### src/source/mips_alu_pkg.sv
`default_nettype none

package mips_alu_pkg;

	typedef logic [31:0] data_t;
	typedef logic [4:0]  func_t;
	typedef logic [4:0]  shamt_t;

	// ~~~~~~~~~~~~~~~~~~~~
	// function codes.
	// ~~~~~~~~~~~~~~~~~~~~
	localparam func_t FUNC_ADD  = 5'd0;
	localparam func_t FUNC_SUB  = 5'd1;
	localparam func_t FUNC_SLL  = 5'd2;
	localparam func_t FUNC_SRL  = 5'd3;
	localparam func_t FUNC_SRA  = 5'd4;
	localparam func_t FUNC_AND  = 5'd5;
	localparam func_t FUNC_OR   = 5'd6;
	localparam func_t FUNC_NOR  = 5'd7;
	localparam func_t FUNC_XOR  = 5'd8;
	localparam func_t FUNC_SLTS = 5'd9;
	localparam func_t FUNC_SLTU = 5'd10;
	localparam func_t FUNC_MULS = 5'd11;
	localparam func_t FUNC_MULU = 5'd12;
	localparam func_t FUNC_DIVS = 5'd13;
	localparam func_t FUNC_DIVU = 5'd14;
	localparam func_t FUNC_MTLO = 5'd15;
	localparam func_t FUNC_MTHI = 5'd16;
	localparam func_t FUNC_MFLO = 5'd17;
	localparam func_t FUNC_MFHI = 5'd18;

	typedef enum logic [1:0] {
		CLASS_LOGIC,
		CLASS_MULDIV,
		CLASS_MOVE
	} op_class_t;

	// unknown codes fall to the logic unit, which passes data1 through.
	function automatic op_class_t func_class(input func_t f);
		case (f)
			FUNC_MULS, FUNC_MULU, FUNC_DIVS, FUNC_DIVU: return CLASS_MULDIV;
			FUNC_MTLO, FUNC_MTHI, FUNC_MFLO, FUNC_MFHI: return CLASS_MOVE;
			default:                                    return CLASS_LOGIC;
		endcase
	endfunction

endpackage

`default_nettype wire

### src/source/alu_hilo.sv
`timescale 1ns/100ps
`default_nettype none

module alu_hilo (
	input  logic                clk,
	input  logic                rst,
	input  logic                op_valid,
	input  mips_alu_pkg::func_t func,
	input  mips_alu_pkg::data_t data1,
	input  logic                lg_valid,
	input  mips_alu_pkg::data_t lg_data,
	input  logic                md_busy,
	input  logic                md_wr,
	input  mips_alu_pkg::data_t md_lo,
	input  mips_alu_pkg::data_t md_hi,
	input  logic                res_ready,
	output logic                mv_op_ready,
	output logic                lg_ready,
	output logic                res_valid,
	output mips_alu_pkg::data_t res_data
);

	import mips_alu_pkg::*;

	data_t reg_lo;
	data_t reg_hi;
	logic  out_free;
	logic  mv_fire;
	logic  mv_read;
	logic  lg_fire;

	assign out_free = !res_valid || res_ready;
	assign lg_ready = out_free;
	assign lg_fire  = lg_valid && lg_ready;

	// moves wait behind muldiv traffic and any pending logic result.
	assign mv_op_ready = (func_class(func) == CLASS_MOVE) && !md_busy && !lg_valid && out_free;
	assign mv_fire     = op_valid && mv_op_ready;
	assign mv_read     = (func == FUNC_MFLO) || (func == FUNC_MFHI);

	// ~~~~~~~~~~~~~~~~~~~~
	// hi and lo.
	// ~~~~~~~~~~~~~~~~~~~~
	always_ff @(posedge clk) begin
		if (rst) begin
			reg_lo <= '0;
			reg_hi <= '0;
		end else if (md_wr) begin
			reg_lo <= md_lo;
			reg_hi <= md_hi;
		end else if (mv_fire && (func == FUNC_MTLO)) begin
			reg_lo <= data1;
		end else if (mv_fire && (func == FUNC_MTHI)) begin
			reg_hi <= data1;
		end
	end

	// ~~~~~~~~~~~~~~~~~~~~
	// result register.
	// ~~~~~~~~~~~~~~~~~~~~
	always_ff @(posedge clk) begin
		if (rst) begin
			res_valid <= 1'b0;
		end else if (lg_fire || (mv_fire && mv_read)) begin
			res_valid <= 1'b1;
		end else if (res_ready) begin
			res_valid <= 1'b0;
		end
	end

	always_ff @(posedge clk) begin
		if (lg_fire) begin
			res_data <= lg_data;
		end else if (mv_fire && mv_read) begin
			res_data <= (func == FUNC_MFHI) ? reg_hi : reg_lo;
		end
	end

endmodule

`default_nettype wire

### config.mk
export PLATFORM = sky130hd
export DESIGN_NAME = alu_hilo
export DESIGN_NICKNAME = d
export VERILOG_FILES = /design/src/source/mips_alu_pkg.sv /design/src/source/alu_hilo.sv
export SDC_FILE = /design/constraint.sdc
export NUM_CORES = 1
export LEC_CHECK = 0
export BUFFER_PORTS_ARGS = -buffer_cell sky130_fd_sc_hd__buf_2
export CORE_UTILIZATION = 35
export CTS_CLUSTER_SIZE = 20
export DETAILED_ROUTE_END_ITERATION = 12
export MAX_ROUTING_LAYER = met4
export PLACE_DENSITY = 0.63
export SLEW_MARGIN = 10
export SYNTH_ARGS = -nofsm -noshare
export SYNTH_HDL_FRONTEND = slang
export SYNTH_SLANG_ARGS = --single-unit
### constraint.sdc
create_clock -name clk -period 2.45 [get_ports clk]
set_clock_uncertainty 0.1 [all_clocks]
set_input_delay 0.49 -clock clk [delete_from_list [all_inputs] [get_ports clk]]
set_output_delay 0.49 -clock clk [all_outputs]
set_load 0.03 [all_outputs]
==> flow_metrics.py, run 1 <==
metrics = {
    "min_path": {
        "worstHoldPathType": "in -> reg",
        "worst_hold_startpoint": "lg_data[28]",
        "worst_hold_path.num_cells": 3,
        "hold-path-endpoint": "res_data[28]",
    },
    "die": {
        "die_height_um": 121.7,
        "ios": 175,
        "dieWidth_um": 121.7,
        "initial_core_util_pct": 36.00,
        "num_rows": 43,
        "placeableCoreArea_mm2": 0.01393,
        "die-area_mm2": 0.01481,
    },
    "power": {
        "clock_power_share_pct": 39.0,
        "power.internal_mw": 3.134,
        "power.share.switching_pct": 25.77,
        "power_switching_mw": 1.088,
        "power.ir.vdd_worst_v": 0.0003040,
        "power_frac_comb_pct": 17.2,
        "p_per_area_mw_per_mm2": 670.2,
        "power.static_leakage_nw": 2.643,
        "seq_power_share_pct": 43.8,
    },
    "clocking": {
        "post_cts.resized_instances": 0,
        "cts_buffers": 9,
        "number_of_setup_buffers_added_after_cts": 0,
        "insertion_delay_ns": 0.33,
        "cts_tree": "yes",
        "cts-htree-levels": 3,
        "ctsHoldBuffers": 0,
        "clockBufferDepth": 2,
        "clock_tree.root_cell": "sky130_fd_sc_hd__clkbuf_16",
        "cts.reportedPaths.clkPinSlew_ns": 0.07,
        "cts_sinks": 97,
    },
    "logic_synthesis": {
        "synth_top_cells_by_count": "98 x sky130_fd_sc_hd__a211oi_1, 66 x sky130_fd_sc_hd__a21oi_1, 65 x sky130_fd_sc_hd__dfxtp_1",
        "synth-warning-count": 0,
        "yosys.cell_count.top_type": "sky130_fd_sc_hd__a211oi_1",
        "top_area_cell_type_share_of_the_netlist_area_pct": 25.94,
        "yosysUniqueCellTypes": 29,
        "mappedNetlistNets": 631,
        "post_synth.cell_area_avg_um2": 10.22,
        "post-synth-top-area-cell": "sky130_fd_sc_hd__dfxtp_1",
        "post_synth_inst_count": 491,
        "proportion_of_synthesized_flip_flops_having_asynchronous_set_or_reset_pct": 0,
        "yosys_most_used_dff": "sky130_fd_sc_hd__dfxtp_1",
        "synth_edf_count": 32,
        "synth.cell_area_mm2": 0.005016,
        "ys_seq_area_share_pct": 45.10,
        "synth.ff_latch_count": 97,
        "ys_top_cells_by_area": "sky130_fd_sc_hd__dfxtp_1 26%, sky130_fd_sc_hd__edfxtp_1 19%, sky130_fd_sc_hd__a211oi_1 15%",
    },
    "global_routing": {
        "antenna_found_initial": 0,
        "vias_in_the_first_global_route": 4302,
        "pin_count_of_the_biggest_net_entering_global_routing": 66,
        "grtUsageTotal_pct": 19.90,
        "grt_overflow_total": 0,
        "grt_pass1_wl_um": 21930,
    },
    "layout": {
        "layout-drive-gt1-share_pct": 38.07,
        "antennaDiodeCount": 0,
        "regArea_mm2": 0.002262,
        "multi_input_logic_area_mm2": 0.002417,
        "design.final.nets": 776,
        "fillCellCount": 1356,
        "syn_to_final_growth_pct": 25.57,
    },
    "timing": {
        "min_period_over_period_pct": 85.65,
        "worst_slew_pin_slew_ns": 0.6848,
        "finalSetupTns_ns": 0,
        "rsz0062_at_grt": "no",
        "fin_crit_ns": 2.099,
        "layout_setup_ws_ns": 0.3515,
        "slew_headroom_pct": 54.35,
        "setup_viol": 0,
        "hold_viol_final": 0,
        "clock.fmax_mhz": 476.5,
        "final-max-slew-violation-count": 0,
    },
    "setup_path": {
        "crit_type": "reg -> reg",
        "worstRegToRegCells": 5,
        "timing.critical_path.slowest_stage_cell": "sky130_fd_sc_hd__buf_4",
        "worstPathCellList": "nor2b_4 > nor4b_4 > buf_4 > a211oi_1 > a211oi_1",
        "crit-reg2reg-launch": "res_valid",
        "end_kind": "flop",
        "crit_path_max_incr_delay_ns": 0.62,
        "critical_path_buf_inv_count": 1,
        "setup.worst_path.start_class": "flop",
        "regToRegSetupSlack_ns": 0.35,
        "worst-path-max-fanout": 64,
        "critical_path_required_ns": 2.59,
        "crit_arrival_ns": 2.24,
        "path_common_cell": "sky130_fd_sc_hd__a211oi_1",
        "critPathTopFamily": "buffers and inverters",
        "timing.rr.end": "reg_lo[18]",
    },
    "placed_design": {
        "placement.setup.worst_slack_ns": 0.1631,
        "finalWeightedCongestion": 0.7699,
        "placement.io_buffers": 174,
        "place_hpwl_um": 9493,
    },
    "routing": {
        "finalWirelength_um": 13840,
        "drt-wirelength-per-cell_um": 16.85,
        "via_per_inst": 5.373,
        "first_pass_iters": 4,
        "via_count": 4411,
        "antenna_left": 0,
        "first_iter_violations": 235,
        "drc_violations": 0,
    },
    "outcome": {
        "outcome": "finished clean",
    },
    "run": {
        "cap_viol_max_count": 0,
    },
}
==> cells in the final DEF (no fill, tap or decap), types with 2 or more instances in the layout <==
master | synthesis | routed
sky130_fd_sc_hd__a211oi_2 | 30 | 30
sky130_fd_sc_hd__a211oi_1 | 98 | 98
sky130_fd_sc_hd__nor3b_4 | 2 | 2
sky130_fd_sc_hd__o21ai_1 | 32 | 32
sky130_fd_sc_hd__buf_4 | 3 | 12
sky130_fd_sc_hd__buf_2 | 15 | 173
sky130_fd_sc_hd__edfxtp_1 | 32 | 32
sky130_fd_sc_hd__clkbuf_8 | 0 | 2
sky130_fd_sc_hd__dfxtp_1 | 65 | 65
sky130_fd_sc_hd__nand2_1 | 34 | 34
sky130_fd_sc_hd__a21oi_1 | 66 | 66
sky130_fd_sc_hd__nor2b_1 | 32 | 32
sky130_fd_sc_hd__clkbuf_16 | 0 | 9
sky130_fd_sc_hd__bufinv_16 | 0 | 3
sky130_fd_sc_hd__buf_12 | 1 | 4
sky130_fd_sc_hd__mux2i_1 | 32 | 32
==> layer usage <==
layer	GRT usage, %	up-vias	part of all wire (%)	wire length, µm
li1	-	2165	-	-
met1	26.88	2054	47	6497
met2	30.26	177	45	6223
met3	3.043	15	6.7	921
met4	6.790	0	1.4	195
met5	-	-	0	0
==> sequential cells by signal (all words and copies together), names as in the netlist <==
signal and cells:
reg_lo 32, res_data 32, reg_hi 32, res_valid 1
==> stage by stage <==
| stage | utilization, % | cell area, µm² | power (mW) | hold WS [ns] | std cells |
|---|---|---|---|---|---|
| 4_1_cts | 45.20 | 6299 | 4.251 | 0.3215 | 821 |
| 5_1_grt | 45.20 | 6299 | 4.392 | 0.3309 | 821 |
| 3_3_place_gp | 42.66 | 5944 | 2.592 | 0.4744 | 805 |
| 3_5_place_dp | 42.66 | 5944 | 2.612 | 0.4865 | 805 |
| 2_1_floorplan | - | 5025 | 2.352 | 0.4630 | 491 |
| 6_report | 45.20 | 6299 | 4.222 | 0.3306 | 821 |
==> worst reg2reg max path, stage by stage, from the launching register on <==
cell and delay (ns):
sky130_fd_sc_hd__dfxtp_1 0.33, sky130_fd_sc_hd__nor2b_4 0.16, sky130_fd_sc_hd__nor4b_4 0.32, sky130_fd_sc_hd__buf_4 0.62, sky130_fd_sc_hd__a211oi_1 0.21, sky130_fd_sc_hd__a211oi_1 0.27
==> cell type report <==
class,instances,area share [%]
multi-input cells,338,38.38
repair buffers,189,16.45
clock buffers,11,4.013
clock inverters,5,1.609
flip-flops and latches,97,35.92
well taps,180,3.576
inverters,1,0.05959
==> cell families after synthesis <==
| logic type | share of synthesized area (%) |
|---|---|
| mux | 6.386 |
| buf+inv | 6.909 |
| simple gates | 9.055 |
| compound gates | 32.38 |
| xor+xnor | 0.1746 |
| flops | 45.10 |
==> how the worst max path moves through the flow <==
stage | start | end | slack, ns | cells past startpoint
after global routing | res_valid | reg_lo[28] | 0.21 | 5
after global placement | func[1] | reg_lo[24] | 0.27 | 7
after floorplan | func[1] | mv_op_ready | 0.21 | 5
after detailed placement | lg_valid | reg_lo[12] | 0.16 | 5
after CTS | res_valid | reg_lo[12] | 0.36 | 5
final | res_valid | reg_lo[18] | 0.35 | 5
==> power by group through the flow <==
stage          registers, mW  clock network, mW  logic [mW]
2_1_floorplan           1.97                  0       0.384
3_3_place_gp            1.88                  0       0.714
3_5_place_dp            1.88                  0       0.728
4_1_cts                 1.85               1.67       0.732
5_1_grt                 1.86               1.73       0.798
6_report                1.85               1.64       0.727
No activity file was read; power rests on OpenSTA's default activity.
==> inputs of run 2 (changes only) <==
- CORE_UTILIZATION: 35 -> 40
- CTS_BUF_LIST: default -> sky130_fd_sc_hd__clkbuf_4
- PLACE_DENSITY: 0.63 -> 0.7
==> flow_metrics.py, run 2 (synthesis gave the netlist of run 1 again) <==
metrics = {
    "layout": {
        "design.final.nets": 778,
        "post_route_non_filler_standard_cell_count": 811,
        "syn_to_final_growth_pct": 21.48,
        "fillCellCount": 1171,
        "antennaDiodeCount": 0,
        "layout-drive-gt1-share_pct": 38.10,
        "reg_top3": "reg_hi: 32 flops, reg_lo: 32 flops, res_data: 32 flops",
        "layout.cells.most_common": "sky130_fd_sc_hd__buf_2",
        "regArea_mm2": 0.002262,
        "layout.cells.most_common_list": "173 x sky130_fd_sc_hd__buf_2, 98 x sky130_fd_sc_hd__a211oi_1, 66 x sky130_fd_sc_hd__a21oi_1",
        "multi_input_logic_area_mm2": 0.002417,
    },
    "power": {
        "power_switching_mw": 1.038,
        "power.internal_mw": 2.395,
        "seq_power_share_pct": 53.9,
        "power.ir.vdd_worst_v": 0.0002516,
        "power_frac_comb_pct": 21.2,
        "clock_power_share_pct": 24.9,
        "power.share.switching_pct": 30.24,
        "p_per_area_mw_per_mm2": 563.4,
        "power.static_leakage_nw": 2.552,
        "finalPower_mw": 3.433,
    },
    "die": {
        "die-area_mm2": 0.01299,
        "dieWidth_um": 114.0,
        "ios": 175,
        "die_height_um": 114.0,
        "num_rows": 40,
        "placeableCoreArea_mm2": 0.01211,
        "initial_core_util_pct": 41.42,
    },
    "placed_design": {
        "placement.io_buffers": 174,
        "place.detailed.instances": 795,
        "finalWeightedCongestion": 0.8084,
        "place_hpwl_um": 9330,
    },
    "clocking": {
        "post_cts.resized_instances": 0,
        "cts-htree-levels": 3,
        "cts_sinks": 97,
        "cts_buffers": 9,
        "number_of_setup_buffers_added_after_cts": 0,
        "insertion_delay_ns": 0.46,
        "cts.reportedPaths.clkPinSlew_ns": 0.15,
        "ctsHoldBuffers": 0,
        "cts_tree": "yes",
        "clockBufferDepth": 2,
        "clock_tree.root_cell": "sky130_fd_sc_hd__clkbuf_4",
    },
    "routing": {
        "finalWirelength_um": 13380,
        "drt-wirelength-per-cell_um": 16.49,
        "drc_violations": 0,
        "via_per_inst": 5.418,
        "first_iter_violations": 237,
        "antenna_left": 0,
        "first_pass_iters": 5,
        "via_count": 4394,
    },
    "timing": {
        "clock.fmax_mhz": 486.4,
        "min_period_over_period_pct": 83.92,
        "finalSetupTns_ns": 0,
        "setup_viol": 0,
        "worst_slew_pin_slew_ns": 0.5432,
        "final-max-slew-violation-count": 0,
        "hold_viol_final": 0,
        "fin_crit_ns": 2.056,
        "rsz0062_at_grt": "no",
        "slew_headroom_pct": 63.79,
    },
    "global_routing": {
        "grt_pass1_wl_um": 21280,
        "grt_overflow_total": 0,
        "antenna_found_initial": 0,
        "pin_count_of_the_biggest_net_entering_global_routing": 66,
        "grtUsageTotal_pct": 21.52,
        "vias_in_the_first_global_route": 4263,
    },
    "outcome": {
        "outcome": "finished clean",
    },
    "min_path": {
        "worstHoldPathType": "in -> reg",
    },
    "setup_path": {
        "critical_path_required_ns": 1.86,
        "crit_type": "in -> out",
        "crit_arrival_ns": 1.47,
        "end_kind": "primary output",
        "worst-path-max-fanout": 4,
        "setup.worst_path.start_class": "primary input",
    },
    "run": {
        "cap_viol_max_count": 0,
    },
}
run 2: changes by cell type in the layout (fill, tap and decap cells not counted), sizes merged:
cell,delta
bufinv,-2
clkbuf,-2
clkinvlp,+2
inv,+1
clkinv,+1
buf,+2
run 2: through the flow:
step                      instance area, µm²  setup WS (ns)  hold WS, ns  utilization (%)
after global routing                    6093         0.2992       0.1761            50.31
after CTS                               6093         0.3444       0.1760            50.31
final                                   6093         0.3940       0.2003            50.31
after floorplan                         5025         0.2123       0.4630                -
after global placement                  5957         0.2957       0.4737            49.18
after detailed placement                5957         0.2395       0.4901            49.18
run 2: metal layers:
layer | track usage, % | up-vias | wire length [µm]
met1 | 28.10 | 2037 | 5972
met4 | 6.753 | 0 | 163
met2 | 34.26 | 166 | 6335
li1 | - | 2176 | -
met3 | 3.401 | 15 | 906
met5 | - | - | 0
run 2: critical path: stages:
cell and delay, ns:
sky130_fd_sc_hd__buf_2 0.12, sky130_fd_sc_hd__nor3b_4 0.27, sky130_fd_sc_hd__a21oi_1 0.14, sky130_fd_sc_hd__nor4_2 0.19, sky130_fd_sc_hd__buf_2 0.25
run 2: area by class of cell:
type / instances / share of cell area [%]
multi-input cells: 338 / 39.67
flip-flops and latches: 97 / 37.13
repair buffers: 191 / 17.45
well taps: 168 / 3.450
clock inverters: 7 / 1.129
clock buffers: 9 / 1.109
inverters: 1 / 0.06160
run 2: path summary, 6_finish.rpt:
kind,end,slack (ns),startpoint,cells past startpoint
worst max-delay path,mv_op_ready,0.39,func[2],5
worst min-delay path,res_data[13],0.20,lg_data[13],3
worst max register to register,reg_hi[22],0.43,res_valid,5
worst min register to register,reg_hi[17],0.52,reg_hi[17],2
run 2: power by group through the flow:
stage	logic (mW)	clock network [mW]	registers [mW]
after CTS	0.731	0.883	1.85
final	0.729	0.855	1.85
after global placement	0.710	0	1.88
after floorplan	0.384	0	1.97
after global routing	0.790	0.938	1.86
after detailed placement	0.727	0	1.89
