## config.mk

```make
export PLATFORM = sky130hd
export DESIGN_NAME = alu_logic
export DESIGN_NICKNAME = d
export VERILOG_FILES = /design/src/source/mips_alu_pkg.sv /design/src/source/alu_logic.sv
export SDC_FILE = /design/constraint.sdc
export NUM_CORES = 1
export LEC_CHECK = 0
export ABC_CLOCK_PERIOD_IN_PS = 13400
export BUFFER_PORTS_ARGS = -buffer_cell sky130_fd_sc_hd__buf_2
export CAP_MARGIN = 5
export CELL_PAD_IN_SITES_DETAIL_PLACEMENT = 0
export CELL_PAD_IN_SITES_GLOBAL_PLACEMENT = 1
export CORE_UTILIZATION = 35
export CTS_BUF_LIST = sky130_fd_sc_hd__clkbuf_4
export DETAILED_ROUTE_END_ITERATION = 16
export PLACE_DENSITY_LB_ADDON = 0.15
export SYNTH_ARGS = -nofsm -noshare
export SYNTH_HDL_FRONTEND = slang
export SYNTH_SLANG_ARGS = --single-unit
```

## constraint.sdc

```tcl
create_clock -name clk -period 13.4 [get_ports clk]
set_input_delay 4.02 -clock clk [delete_from_list [all_inputs] [get_ports clk]]
set_output_delay 4.02 -clock clk [all_outputs]
set_load 0.01 [all_outputs]
```

## src/source/mips_alu_pkg.sv

```systemverilog
`default_nettype none

package mips_alu_pkg;

	typedef logic [31:0] data_t;
	typedef logic [4:0]  func_t;
	typedef logic [4:0]  shamt_t;

	// ~~~~~~~~~~~~~~~~~~~~
	// function codes.
	// ~~~~~~~~~~~~~~~~~~~~
	localparam func_t FUNC_ADD  = 5'd0;
	localparam func_t FUNC_SUB  = 5'd1;
	localparam func_t FUNC_SLL  = 5'd2;
	localparam func_t FUNC_SRL  = 5'd3;
	localparam func_t FUNC_SRA  = 5'd4;
	localparam func_t FUNC_AND  = 5'd5;
	localparam func_t FUNC_OR   = 5'd6;
	localparam func_t FUNC_NOR  = 5'd7;
	localparam func_t FUNC_XOR  = 5'd8;
	localparam func_t FUNC_SLTS = 5'd9;
	localparam func_t FUNC_SLTU = 5'd10;
	localparam func_t FUNC_MULS = 5'd11;
	localparam func_t FUNC_MULU = 5'd12;
	localparam func_t FUNC_DIVS = 5'd13;
	localparam func_t FUNC_DIVU = 5'd14;
	localparam func_t FUNC_MTLO = 5'd15;
	localparam func_t FUNC_MTHI = 5'd16;
	localparam func_t FUNC_MFLO = 5'd17;
	localparam func_t FUNC_MFHI = 5'd18;

	typedef enum logic [1:0] {
		CLASS_LOGIC,
		CLASS_MULDIV,
		CLASS_MOVE
	} op_class_t;

	// unknown codes fall to the logic unit, which passes data1 through.
	function automatic op_class_t func_class(input func_t f);
		case (f)
			FUNC_MULS, FUNC_MULU, FUNC_DIVS, FUNC_DIVU: return CLASS_MULDIV;
			FUNC_MTLO, FUNC_MTHI, FUNC_MFLO, FUNC_MFHI: return CLASS_MOVE;
			default:                                    return CLASS_LOGIC;
		endcase
	endfunction

endpackage

`default_nettype wire

```

## src/source/alu_logic.sv

```systemverilog
`timescale 1ns/100ps
`default_nettype none

module alu_logic (
	input  logic                clk,
	input  logic                rst,
	input  logic                op_valid,
	input  mips_alu_pkg::func_t func,
	input  mips_alu_pkg::data_t data1,
	input  mips_alu_pkg::data_t data2,
	input  logic                lg_ready,
	output logic                lg_op_ready,
	output logic                lg_valid,
	output mips_alu_pkg::data_t lg_data
);

	import mips_alu_pkg::*;

	shamt_t shamt;
	data_t  result;
	logic   is_logic;
	logic   lg_fire;

	assign shamt    = data2[4:0];
	assign is_logic = (func_class(func) == CLASS_LOGIC);

	// take a new op when the register is empty or drains this cycle.
	assign lg_op_ready = is_logic && (!lg_valid || lg_ready);
	assign lg_fire     = op_valid && lg_op_ready;

	// ~~~~~~~~~~~~~~~~~~~~
	// result mux.
	// ~~~~~~~~~~~~~~~~~~~~
	always_comb begin
		case (func)
			FUNC_ADD:  result = data1 + data2;
			FUNC_SUB:  result = data1 - data2;
			FUNC_SLL:  result = data1 << shamt;
			FUNC_SRL:  result = data1 >> shamt;
			FUNC_SRA:  result = data_t'($signed(data1) >>> shamt);
			FUNC_AND:  result = data1 & data2;
			FUNC_OR:   result = data1 | data2;
			FUNC_NOR:  result = ~(data1 | data2);
			FUNC_XOR:  result = data1 ^ data2;
			FUNC_SLTS: result = data_t'($signed(data1) < $signed(data2));
			FUNC_SLTU: result = data_t'(data1 < data2);
			default:   result = data1;
		endcase
	end

	// ~~~~~~~~~~~~~~~~~~~~
	// output register.
	// ~~~~~~~~~~~~~~~~~~~~
	always_ff @(posedge clk) begin
		if (rst) begin
			lg_valid <= 1'b0;
		end else if (lg_fire) begin
			lg_valid <= 1'b1;
		end else if (lg_ready) begin
			lg_valid <= 1'b0;
		end
	end

	// payload only moves on a new op.
	always_ff @(posedge clk) begin
		if (lg_fire) begin
			lg_data <= result;
		end
	end

endmodule

`default_nettype wire

```

==> qor.yml, run 1 <==
global_route:
  grt_pass1_wl_um: 71900
  track_usage_pct: 31.0
  antenna_found_initial: 1
  grt_pass1_vias: 10900
  grt_max_degree: 75
  grt-ovfl-total: 0
timing:
  timing.setup.tns_ns: 0
  period_needed_ns: 9.56
  finalHoldViolCount: 0
  relSlewSlack_pct: 29.4
  drv_slew: 0
  fin_skew_ns: 0.0411
  period_share_pct: 71.3
  tightestPinTransition_ns: 1.05
  setup_viol_count_final: 0
  rsz0062_at_grt: "false"
  max_freq_mhz: 105
floorplanning:
  die_y_um: 175
  core_area_um2: 29000
  row_count: 62
  dieArea_um2: 30600
  pin_count: 107
  initial_core_util_pct: 36.0
  die_x_um: 175
cells_and_area:
  drive_above_1_share_pct: 15.6
  nFillCells: 3187
  design_area_um2: 11200
  seq_area_um2: 981
  nets: 1614
  multi_input_area_um2: 8570
  post-route-util_pct: 38.5
  stdcell_count: 1823
  syn_to_final_growth_pct: 6.70
synth:
  ys_warn_count: 0
  syn_inst: 1414
  netlist_top_cells_count: "nor2_1, a21oi_1, nand2_1, ha_1, o21ai_0"
  synth.most_common_cell: "nor2_1"
  syn_area_um2: 10500
  synthAdderAreaFrac_pct: 12.6
  synth_top_area_share_pct: 12.2
  synth_edf_count: 32
  yosys.area_share.simple_pct: 17.8
  syn_avg_cell_area_um2: 7.39
  synth_mux_area_share_pct: 14.6
  yosysSeqAreaShare_pct: 9.38
  synth-seq-cells: 33
  synth_xor_area_share_pct: 4.44
  synthFlopType: "edfxtp_1"
  synth_top_family_by_area: "compound AO/OA/AOI/OAI gates"
  synthTopCellsByArea: "ha_1, edfxtp_1, mux4_2"
  syn_nets: 1591
  synth_cell_types: 88
  synth-compound-area-share_pct: 32.4
  synthArstFlopShare_pct: 0
  synth_top_area_cell: "ha_1"
worst_setup_path:
  cp_common_cell: "buf_2"
  crit_fanout: 47
  crit_slowest_cell: "buf_4"
  startpoint_type: "input port"
  arrival_ns: 5.54
  required_ns: 9.38
  endpoint_kind: "primary output"
  slowest_delay_ns: 0.48
  crit_type: "in2out"
  crit_chain: "buf_2 > buf_4 > a21oi_1 > or3b_2 > and3_1 > buf_2"
clocking:
  cts_tree: "done"
  root_buffer: "clkbuf_4"
  clock_path_buffers: 2
  insertion_delay_ns: 0.45
  clk_pin_slew_worst_paths_ns: 0.15
  cts_setup_buffers: 0
  cts_resized: 0
  h-tree-depth: 2
  hold_buffers: 0
  cts_buffers: 5
  clock_sinks: 33
detailed_routing:
  routedWlPerCell_um: 26.5
  firstDrtPassIters: 5
  via_count: 11600
  drc: 0
  ant_nets: 0
  drt_iter0_drc: 1500
  routed_wl_um: 48200
  avgViaCountPerCell: 6.39
placement:
  dp.cells: 1814
  portBuffers: 106
  dp_hpwl_um: 36200
  gp_congestion: 0.983
  placed_area_um2: 11100
pwr:
  max-vdd-ir-drop_mv: 0.0303
  power_per_cell_area_nw_per_um2: 58.8
  power.leakage_nw: 4.66
min_path:
  holdCritPathClass: "reg2reg"
run_status:
  outcome: "completed"
flow_run:
  cap_violations: 0
[cells by family (layout without fill, tap and decap cells)]
| kind of cell | Yosys count | count (layout) |
|---|---|---|
| AO/OA/AOI/OAI | 505 | 505 |
| flip-flops | 33 | 33 |
| buffers and inverters | 212 | 236 |
| XOR/XNOR | 53 | 53 |
| adder cells (fa/ha/maj) | 104 | 104 |
| AND/OR/NAND/NOR | 401 | 401 |
| other | 0 | 1 |
| multiplexers | 106 | 106 |
[layout make-up]
type | instances | share of cell area [%]
Clock inverter | 2 | 0.0897
Sequential cell | 33 | 8.79
Multi-Input combinational cell | 1169 | 76.8
Timing Repair Buffer | 125 | 6.08
Antenna cell | 1 | 0.0224
Inverter | 103 | 3.47
Tap cell | 384 | 4.31
Clock buffer | 6 | 0.404
[worst paths after layout]
kind | start | slack (ns) | endpoint | cells past startpoint
max | func[1] | 3.84 | lg_op_ready | 6
min | lg_valid | 0.51 | lg_valid | 2
max reg2reg | lg_valid | 11.83 | lg_data[6] | 5
min reg2reg | lg_valid | 0.51 | lg_valid | 2
[state kept, by name (all words and copies together) (netlist names)]
name,cells
lg_valid,1
lg_data,32
[through the flow]
stage / total power [W] / worst slack, ns / hold slack [ns]
floorplan: 0.000428 / 3.92 / 0.498
global placement: 0.000573 / 3.85 / 0.477
detailed placement: 0.000570 / 3.85 / 0.486
CTS: 0.000647 / 3.84 / 0.509
global route: 0.000692 / 3.75 / 0.576
finish: 0.000656 / 3.84 / 0.507
[power breakdown]
group	switching (W)	total, W	internal [W]
clock network	0.0000512	0.0000732	0.0000220
logic	0.000295	0.000454	0.000158
registers	0.00000243	0.000129	0.000126
total	0.000349	0.000656	0.000307
[cell usage in the layout (no fill, tap or decap), drive strengths merged, types with 21 or more instances in the layout]
| master | count |
|---|---|
| xnor2 | 47 |
| nor3 | 37 |
| edfxtp | 32 |
| inv | 103 |
| a21oi | 133 |
| ha | 102 |
| nand3 | 21 |
| nand2 | 114 |
| mux4 | 35 |
| nor2 | 139 |
| a22oi | 35 |
| mux2 | 21 |
| buf | 125 |
| o21ai | 105 |
| mux2i | 50 |
[worst max-delay path, delay by kind of cell]
family,cells,cell delay (ns)
AOI/OAI and AO/OA,1,0.17
and+or+nand+nor,2,0.64
buffers and inverters,3,0.70
[metal layers]
metal | vias up | GRT usage [%] | wire [um]
met3 | 49 | 4.90 | 4130
li1 | 5310 | - | -
met1 | 5713 | 44.1 | 21700
met5 | - | 0 | 0
met4 | 0 | 7.17 | 984
met2 | 568 | 48.6 | 21400
No activity file was read; power rests on OpenSTA's default activity.
==> run 2: changes to the inputs <==
--- a/config.mk
+++ b/config.mk
@@ -5,7 +5,8 @@
 export SDC_FILE = /design/constraint.sdc
 export NUM_CORES = 1
 export LEC_CHECK = 0
-export ABC_CLOCK_PERIOD_IN_PS = 13400
+export ABC_AREA = 1
+export ABC_CLOCK_PERIOD_IN_PS = 9200
 export BUFFER_PORTS_ARGS = -buffer_cell sky130_fd_sc_hd__buf_2
 export CAP_MARGIN = 5
 export CELL_PAD_IN_SITES_DETAIL_PLACEMENT = 0
==> constraint.sdc (replaced) <==
create_clock -name clk -period 9.2 [get_ports clk]
set_input_delay 2.76 -clock clk [delete_from_list [all_inputs] [get_ports clk]]
set_output_delay 2.76 -clock clk [all_outputs]
set_load 0.01 [all_outputs]
==> qor.yml, run 2 <==
run_status:
  outcome: "completed"
worst_setup_path:
  r2r-end: "lg_data[8]"
  endpoint: "lg_op_ready"
  rr_startpoint: "lg_valid"
  startpoint_type: "input port"
  reg2regPathDepth: 6  # +1
  endpoint_kind: "primary output"
  arrival_ns: 3.66  # -1.88 ns
  crit_start: "func[0]"
  crit_fanout: 6  # -87%
  crit_type: "in2out"
  required_ns: 6.44  # -2.94 ns
  reg2reg_slack_ns: 7.69  # -4.14 ns
timing:
  max_freq_mhz: 156
  timing.setup.tns_ns: 0  # unchanged
  fin_skew_ns: 0.0278  # -0.0133 ns
  relSlewSlack_pct: 47.9  # +18 points
  period_share_pct: 69.8
  setup_viol_count_final: 0  # unchanged
  tightestPinTransition_ns: 0.782  # -0.264 ns
  rsz0062_at_grt: "false"
  hold_ws_ns: 0.506  # -0.000940 ns
  drv_slew: 0  # unchanged
  period_needed_ns: 6.42
  finalHoldViolCount: 0  # unchanged
global_route:
  track_usage_pct: 36.2  # +5.2 points
  grt_pass1_wl_um: 90400  # +26%
  grt-ovfl-total: 0  # unchanged
  grt_pass1_vias: 14300  # +31%
  grt_max_degree: 64  # -15%
  antenna_found_initial: 1  # unchanged
synth:
  yosysSeqAreaShare_pct: 8.38  # -1.0 points
  synth_xor_area_share_pct: 0  # -4.4 points
  synth_top_area_share_pct: 24.3  # +12 points
  yosys.area_share.simple_pct: 55.3  # +38 points
  synth_top_area_cell: "nand2_1"
  syn_avg_cell_area_um2: 5.15  # -30%
  ys_warn_count: 0  # unchanged
  synth_mux_area_share_pct: 0.0856  # -15 points
  syn_area_um2: 11700  # +12%
  synthAdderAreaFrac_pct: 11.3  # -1.3 points
  syn_inst: 2273  # +61%
  synth_top_family_by_area: "simple AND/OR/NAND/NOR gates"
  synth-seq-cells: 33  # unchanged
  synthFlopType: "edfxtp_1"
  syn_nets: 2450  # +54%
  synthArstFlopShare_pct: 0  # unchanged
  synth_cell_types: 47  # -47%
  synthTopCellsByArea: "nand2_1, nand3_1, ha_1"
  netlist_top_cells_count: "nand2_1, nand3_1, inv_1, nor2_1, ha_1"
  synth-compound-area-share_pct: 11.7  # -21 points
  synth.most_common_cell: "nand2_1"
  synth_edf_count: 32  # unchanged
detailed_routing:
  drt_iter0_drc: 1488  # -0.80%
  firstDrtPassIters: 5  # unchanged
  routed_wl_um: 61600  # +28%
  ant_nets: 0  # unchanged
  via_count: 15500  # +33%
  routedWlPerCell_um: 22.4  # -15%
  drc: 0  # unchanged
  avgViaCountPerCell: 5.64  # -12%
clocking:
  hold_buffers: 0  # unchanged
  clock_path_buffers: 2  # unchanged
  cts_resized: 0  # unchanged
  cts_tree: "done"
  insertion_delay_ns: 0.44  # about the same
  cts_buffers: 5  # unchanged
  root_buffer: "clkbuf_4"
  cts_setup_buffers: 0  # unchanged
  clock_sinks: 33  # unchanged
  h-tree-depth: 2  # unchanged
  clk_pin_slew_worst_paths_ns: 0.12  # -0.03 ns
cells_and_area:
  final_common_cell: "nand2_1"
  post-route-util_pct: 38.3  # -0.17 points
  drive_above_1_share_pct: 7.37  # -8.3 points
  reg.largest.list: "lg_data: 32 flops, lg_valid: 1 flops"
  largest_register: "lg_data"
  nFillCells: 3880  # +22%
  largest_reg_flops: 32  # unchanged
  syn_to_final_growth_pct: 7.00
  final_cell_mix: "nand2_1, nand3_1, inv_1, nor2_1, buf_2"
  seq_area_um2: 981  # unchanged
  multi_input_area_um2: 9170  # +7.0%
  nets: 2484  # +54%
min_path:
  hold_start: "lg_valid"
  holdCritPathClass: "reg2reg"
floorplanning:
  initial_core_util_pct: 35.8  # -0.26 points
  pin_count: 107  # unchanged
  core_area_um2: 32700  # +13%
  row_count: 66  # +6.5%
  die_x_um: 185  # +5.7%
  die_y_um: 185  # +5.7%
  dieArea_um2: 34200  # +12%
flow_run:
  cap_violations: 0  # unchanged
pwr:
  power.leakage_nw: 6.71  # +44%
  power_per_cell_area_nw_per_um2: 75.2  # +28%
  max-vdd-ir-drop_mv: 0.0374  # +23%
placement:
  dp_hpwl_um: 49700  # +37%
  gp_congestion: 0.977  # -0.69%
  portBuffers: 106  # unchanged
[run 2: changes by cell type after synthesis, moves of 47 or more]
cell,previous run,this run
xnor2_1,47,0
nor2_1,138,215
mux2i_1,50,1
nand2_1,114,758
inv_1,99,279
nand3_1,21,408
[run 2: kinds of logic (layout without fill, tap and decap cells)]
kind of cell	Yosys count	count (layout)
other	0	1
flip-flops	33	33
AND/OR/NAND/NOR	1496	1496
AO/OA/AOI/OAI	250	250
adder cells (fa/ha/maj)	104	104
buffers and inverters	389	424
multiplexers	1	1
[run 2: final cells by class]
class,instances,share of cell area [%]
antenna,1,0.0200
clock buffer,5,0.300
clock inverter,3,0.140
inverter,295,8.88
multi-input combinational,1851,73.3
sequential,33,7.84
tap,442,4.42
timing repair buffer,121,5.14
[run 2: stage by stage]
step | std cells | instance area [um2] | power [W] | setup WS (ns)
4_1_cts | 2750 | 12500 | 0.000933 | 2.78
5_1_grt | 2751 | 12500 | 0.00101 | 2.64
2_1_floorplan | 2273 | 11700 | 0.000597 | 3.17
3_3_place_gp | 2742 | 12500 | 0.000823 | 2.78
6_report | 2751 | 12500 | 0.000942 | 2.78
3_5_place_dp | 2742 | 12500 | 0.000823 | 2.78
[run 2: worst max-delay path, stage by stage]
cell	delay [ns]
buf_2	0.19
nand2_4	0.12
nand2_1	0.11
inv_1	0.04
o21ai_0	0.15
o21ai_0	0.09
inv_1	0.07
buf_2	0.12
[run 2: how the worst min path moves through the flow]
stage / cells past startpoint / slack, ns / end
after detailed placement: 2 / 0.47 / lg_valid
after CTS: 2 / 0.50 / lg_valid
final: 2 / 0.51 / lg_valid
after floorplan: 2 / 0.50 / lg_valid
after global routing: 2 / 0.53 / lg_valid
after global placement: 2 / 0.48 / lg_valid
[run 2: per-layer routing]
metal	wire length (um)	GRT usage (%)
met5	0	0
met3	4230	3.60
met2	27500	58.1
met4	2350	13.6
met1	27500	49.7
[run 2: where the power goes]
group	internal [W]	leakage, nW	switching (W)
registers	0.000181	0.311	0.00000422
clock network	0.0000288	0.0310	0.0000766
logic	0.000178	6.37	0.000473
total	0.000388	6.71	0.000554
==> run 3: changes to the inputs <==
--- a/config.mk
+++ b/config.mk
@@ -6,7 +6,7 @@
 export NUM_CORES = 1
 export LEC_CHECK = 0
 export ABC_AREA = 1
-export ABC_CLOCK_PERIOD_IN_PS = 9200
+export ABC_CLOCK_PERIOD_IN_PS = 6380
 export BUFFER_PORTS_ARGS = -buffer_cell sky130_fd_sc_hd__buf_2
 export CAP_MARGIN = 5
 export CELL_PAD_IN_SITES_DETAIL_PLACEMENT = 0
==> constraint.sdc (replaced) <==
create_clock -name clk -period 6.38 [get_ports clk]
set_input_delay 1.914 -clock clk [delete_from_list [all_inputs] [get_ports clk]]
set_output_delay 1.914 -clock clk [all_outputs]
set_load 0.01 [all_outputs]
==> qor.yml, run 3 (synthesis gave the netlist of run 2 again) <==
run_status:
  outcome: "completed"
worst_setup_path:
  crit_type: "in2out"
  crit_fanout: 6  # unchanged
  reg2regPathDepth: 6  # unchanged
  r2r-end: "lg_data[19]"
  endpoint_kind: "primary output"
  required_ns: 4.47  # -1.97 ns
  rr_startpoint: "lg_valid"
  startpoint_type: "input port"
  reg2reg_slack_ns: 4.20  # -3.49 ns
  arrival_ns: 2.79  # -0.87 ns
flow_run:
  cap_violations: 0  # unchanged
global_route:
  antenna_found_initial: 2  # +1
  grt_pass1_wl_um: 92300  # +2.1%
  track_usage_pct: 37.1  # +0.97 points
  grt-ovfl-total: 0  # unchanged
  grt_pass1_vias: 14500  # +1.6%
  grt_max_degree: 73  # +14%
floorplanning:
  core_area_um2: 32700  # unchanged
  initial_core_util_pct: 35.8  # unchanged
  row_count: 66  # unchanged
  die_x_um: 185  # unchanged
  die_y_um: 185  # unchanged
  pin_count: 107  # unchanged
  dieArea_um2: 34200  # unchanged
detailed_routing:
  routedWlPerCell_um: 23.1  # +3.3%
  m1WireLength_um: 27200  # -1.2%
  routed_wl_um: 63700  # +3.4%
  drt_iter0_drc: 1756  # +18%
  avgViaCountPerCell: 5.73  # +1.7%
  top_layer_used: "met4"
  met3_length_um: 5100  # +21%
  wl_met2_um: 28600  # +4.0%
  via_count: 15800  # +1.8%
  firstDrtPassIters: 6  # +1
  drc: 0  # unchanged
  ant_nets: 0  # unchanged
timing:
  period_share_pct: 73.8
  setup_viol_count_final: 0  # unchanged
  timing.setup.tns_ns: 0  # unchanged
  drv_slew: 0  # unchanged
  period_needed_ns: 4.71
  rsz0062_at_grt: "false"
  finalHoldViolCount: 0  # unchanged
  tightestPinTransition_ns: 1.01  # +0.225 ns
  fin_skew_ns: 0.0207  # -0.00705 ns
  relSlewSlack_pct: 32.8  # -15 points
  max_freq_mhz: 212
placement:
  placed_area_um2: 12500  # about the same
  gp_congestion: 0.991  # +1.4%
  dp_hpwl_um: 51000  # +2.8%
  portBuffers: 106  # unchanged
clocking:
  hold_buffers: 0  # unchanged
  h-tree-depth: 2  # unchanged
  cts_resized: 0  # unchanged
  insertion_delay_ns: 0.45  # about the same
  clock_sinks: 33  # unchanged
  root_buffer: "clkbuf_4"
  cts_setup_buffers: 0  # unchanged
  cts_tree: "done"
  clock_path_buffers: 2  # unchanged
  clk_pin_slew_worst_paths_ns: 0.14  # +0.02 ns
  cts_buffers: 5  # unchanged
pwr:
  power.leakage_nw: 6.73  # +0.27%
  power_per_cell_area_nw_per_um2: 114  # +51%
  max-vdd-ir-drop_mv: 0.0800  # +110%
  finalPower_w: 0.00142  # +51%
cells_and_area:
  final_cell_mix: "nand2_1, nand3_1, inv_1, nor2_1, buf_2"
  design_area_um2: 12600  # +0.25%
  largest_register: "lg_data"
  final_common_cell: "nand2_1"
  nets: 2485  # +0.040%
  drive_above_1_share_pct: 7.36  # about the same
  reg.largest.list: "lg_data: 32 flops, lg_valid: 1 flops"
  largest_reg_flops: 32  # unchanged
  syn_to_final_growth_pct: 7.27
min_path:
  hold_end: "lg_valid"
  holdCritPathClass: "reg2reg"
  hold_start: "lg_valid"
  worstHoldPathCells: 2  # unchanged
run 3: cell count changes in the layout (fill, tap and decap cells not counted), sizes merged:
cell / change
clkbuf: +1
bufinv: +1
clkinv: -1
clkinvlp: -1
buf: +1
run 3: worst max-delay path: stages:
cell and delay [ns]:
buf_2 0.20, nand2_4 0.12, nand2_1 0.11, inv_1 0.04, o21ai_0 0.12, o21ai_0 0.09
inv_1 0.07, buf_2 0.12
run 3: worst max-delay path by stage:
stage | cells after the start | from | endpoint
after global placement | 16 | data2[0] | lg_data[28]
final | 8 | func[0] | lg_op_ready
after global routing | 16 | data2[0] | lg_data[30]
after detailed placement | 16 | data2[0] | lg_data[28]
after CTS | 8 | func[0] | lg_op_ready
after floorplan | 6 | func[0] | lg_op_ready
run 3: per-stage QoR:
stage               util (%)  cells  hold WS (ns)  setup WS [ns]
floorplan                  -   2273         0.497           2.04
global placement        38.1   2743         0.485           1.40
detailed placement      38.1   2743         0.493           1.42
CTS                     38.4   2751         0.513           1.67
global route            38.4   2752         0.546           1.59
finish                  38.4   2752         0.512           1.67
run 3: area by class of cell:
class	count	area, um2
multi-input cells	1851	9170
flip-flops and latches	33	981
clock inverters	2	33.8
well taps	442	553
diodes	1	2.50
clock buffers	6	45.0
inverters	295	1110
repair buffers	122	651
fillers	3908	20200
run 3: per-layer routing:
metal  GRT usage, %  up-vias
li1               -     7444
met1           50.2     7386
met2           59.7      824
met3           3.54      126
met4           16.2        0
met5              0        -
run 3: power by group:
| group | switching (W) | internal [W] | total, W |
|---|---|---|---|
| logic | 0.000690 | 0.000257 | 0.000947 |
| registers | 0.00000890 | 0.000261 | 0.000270 |
| clock network | 0.000122 | 0.0000858 | 0.000208 |
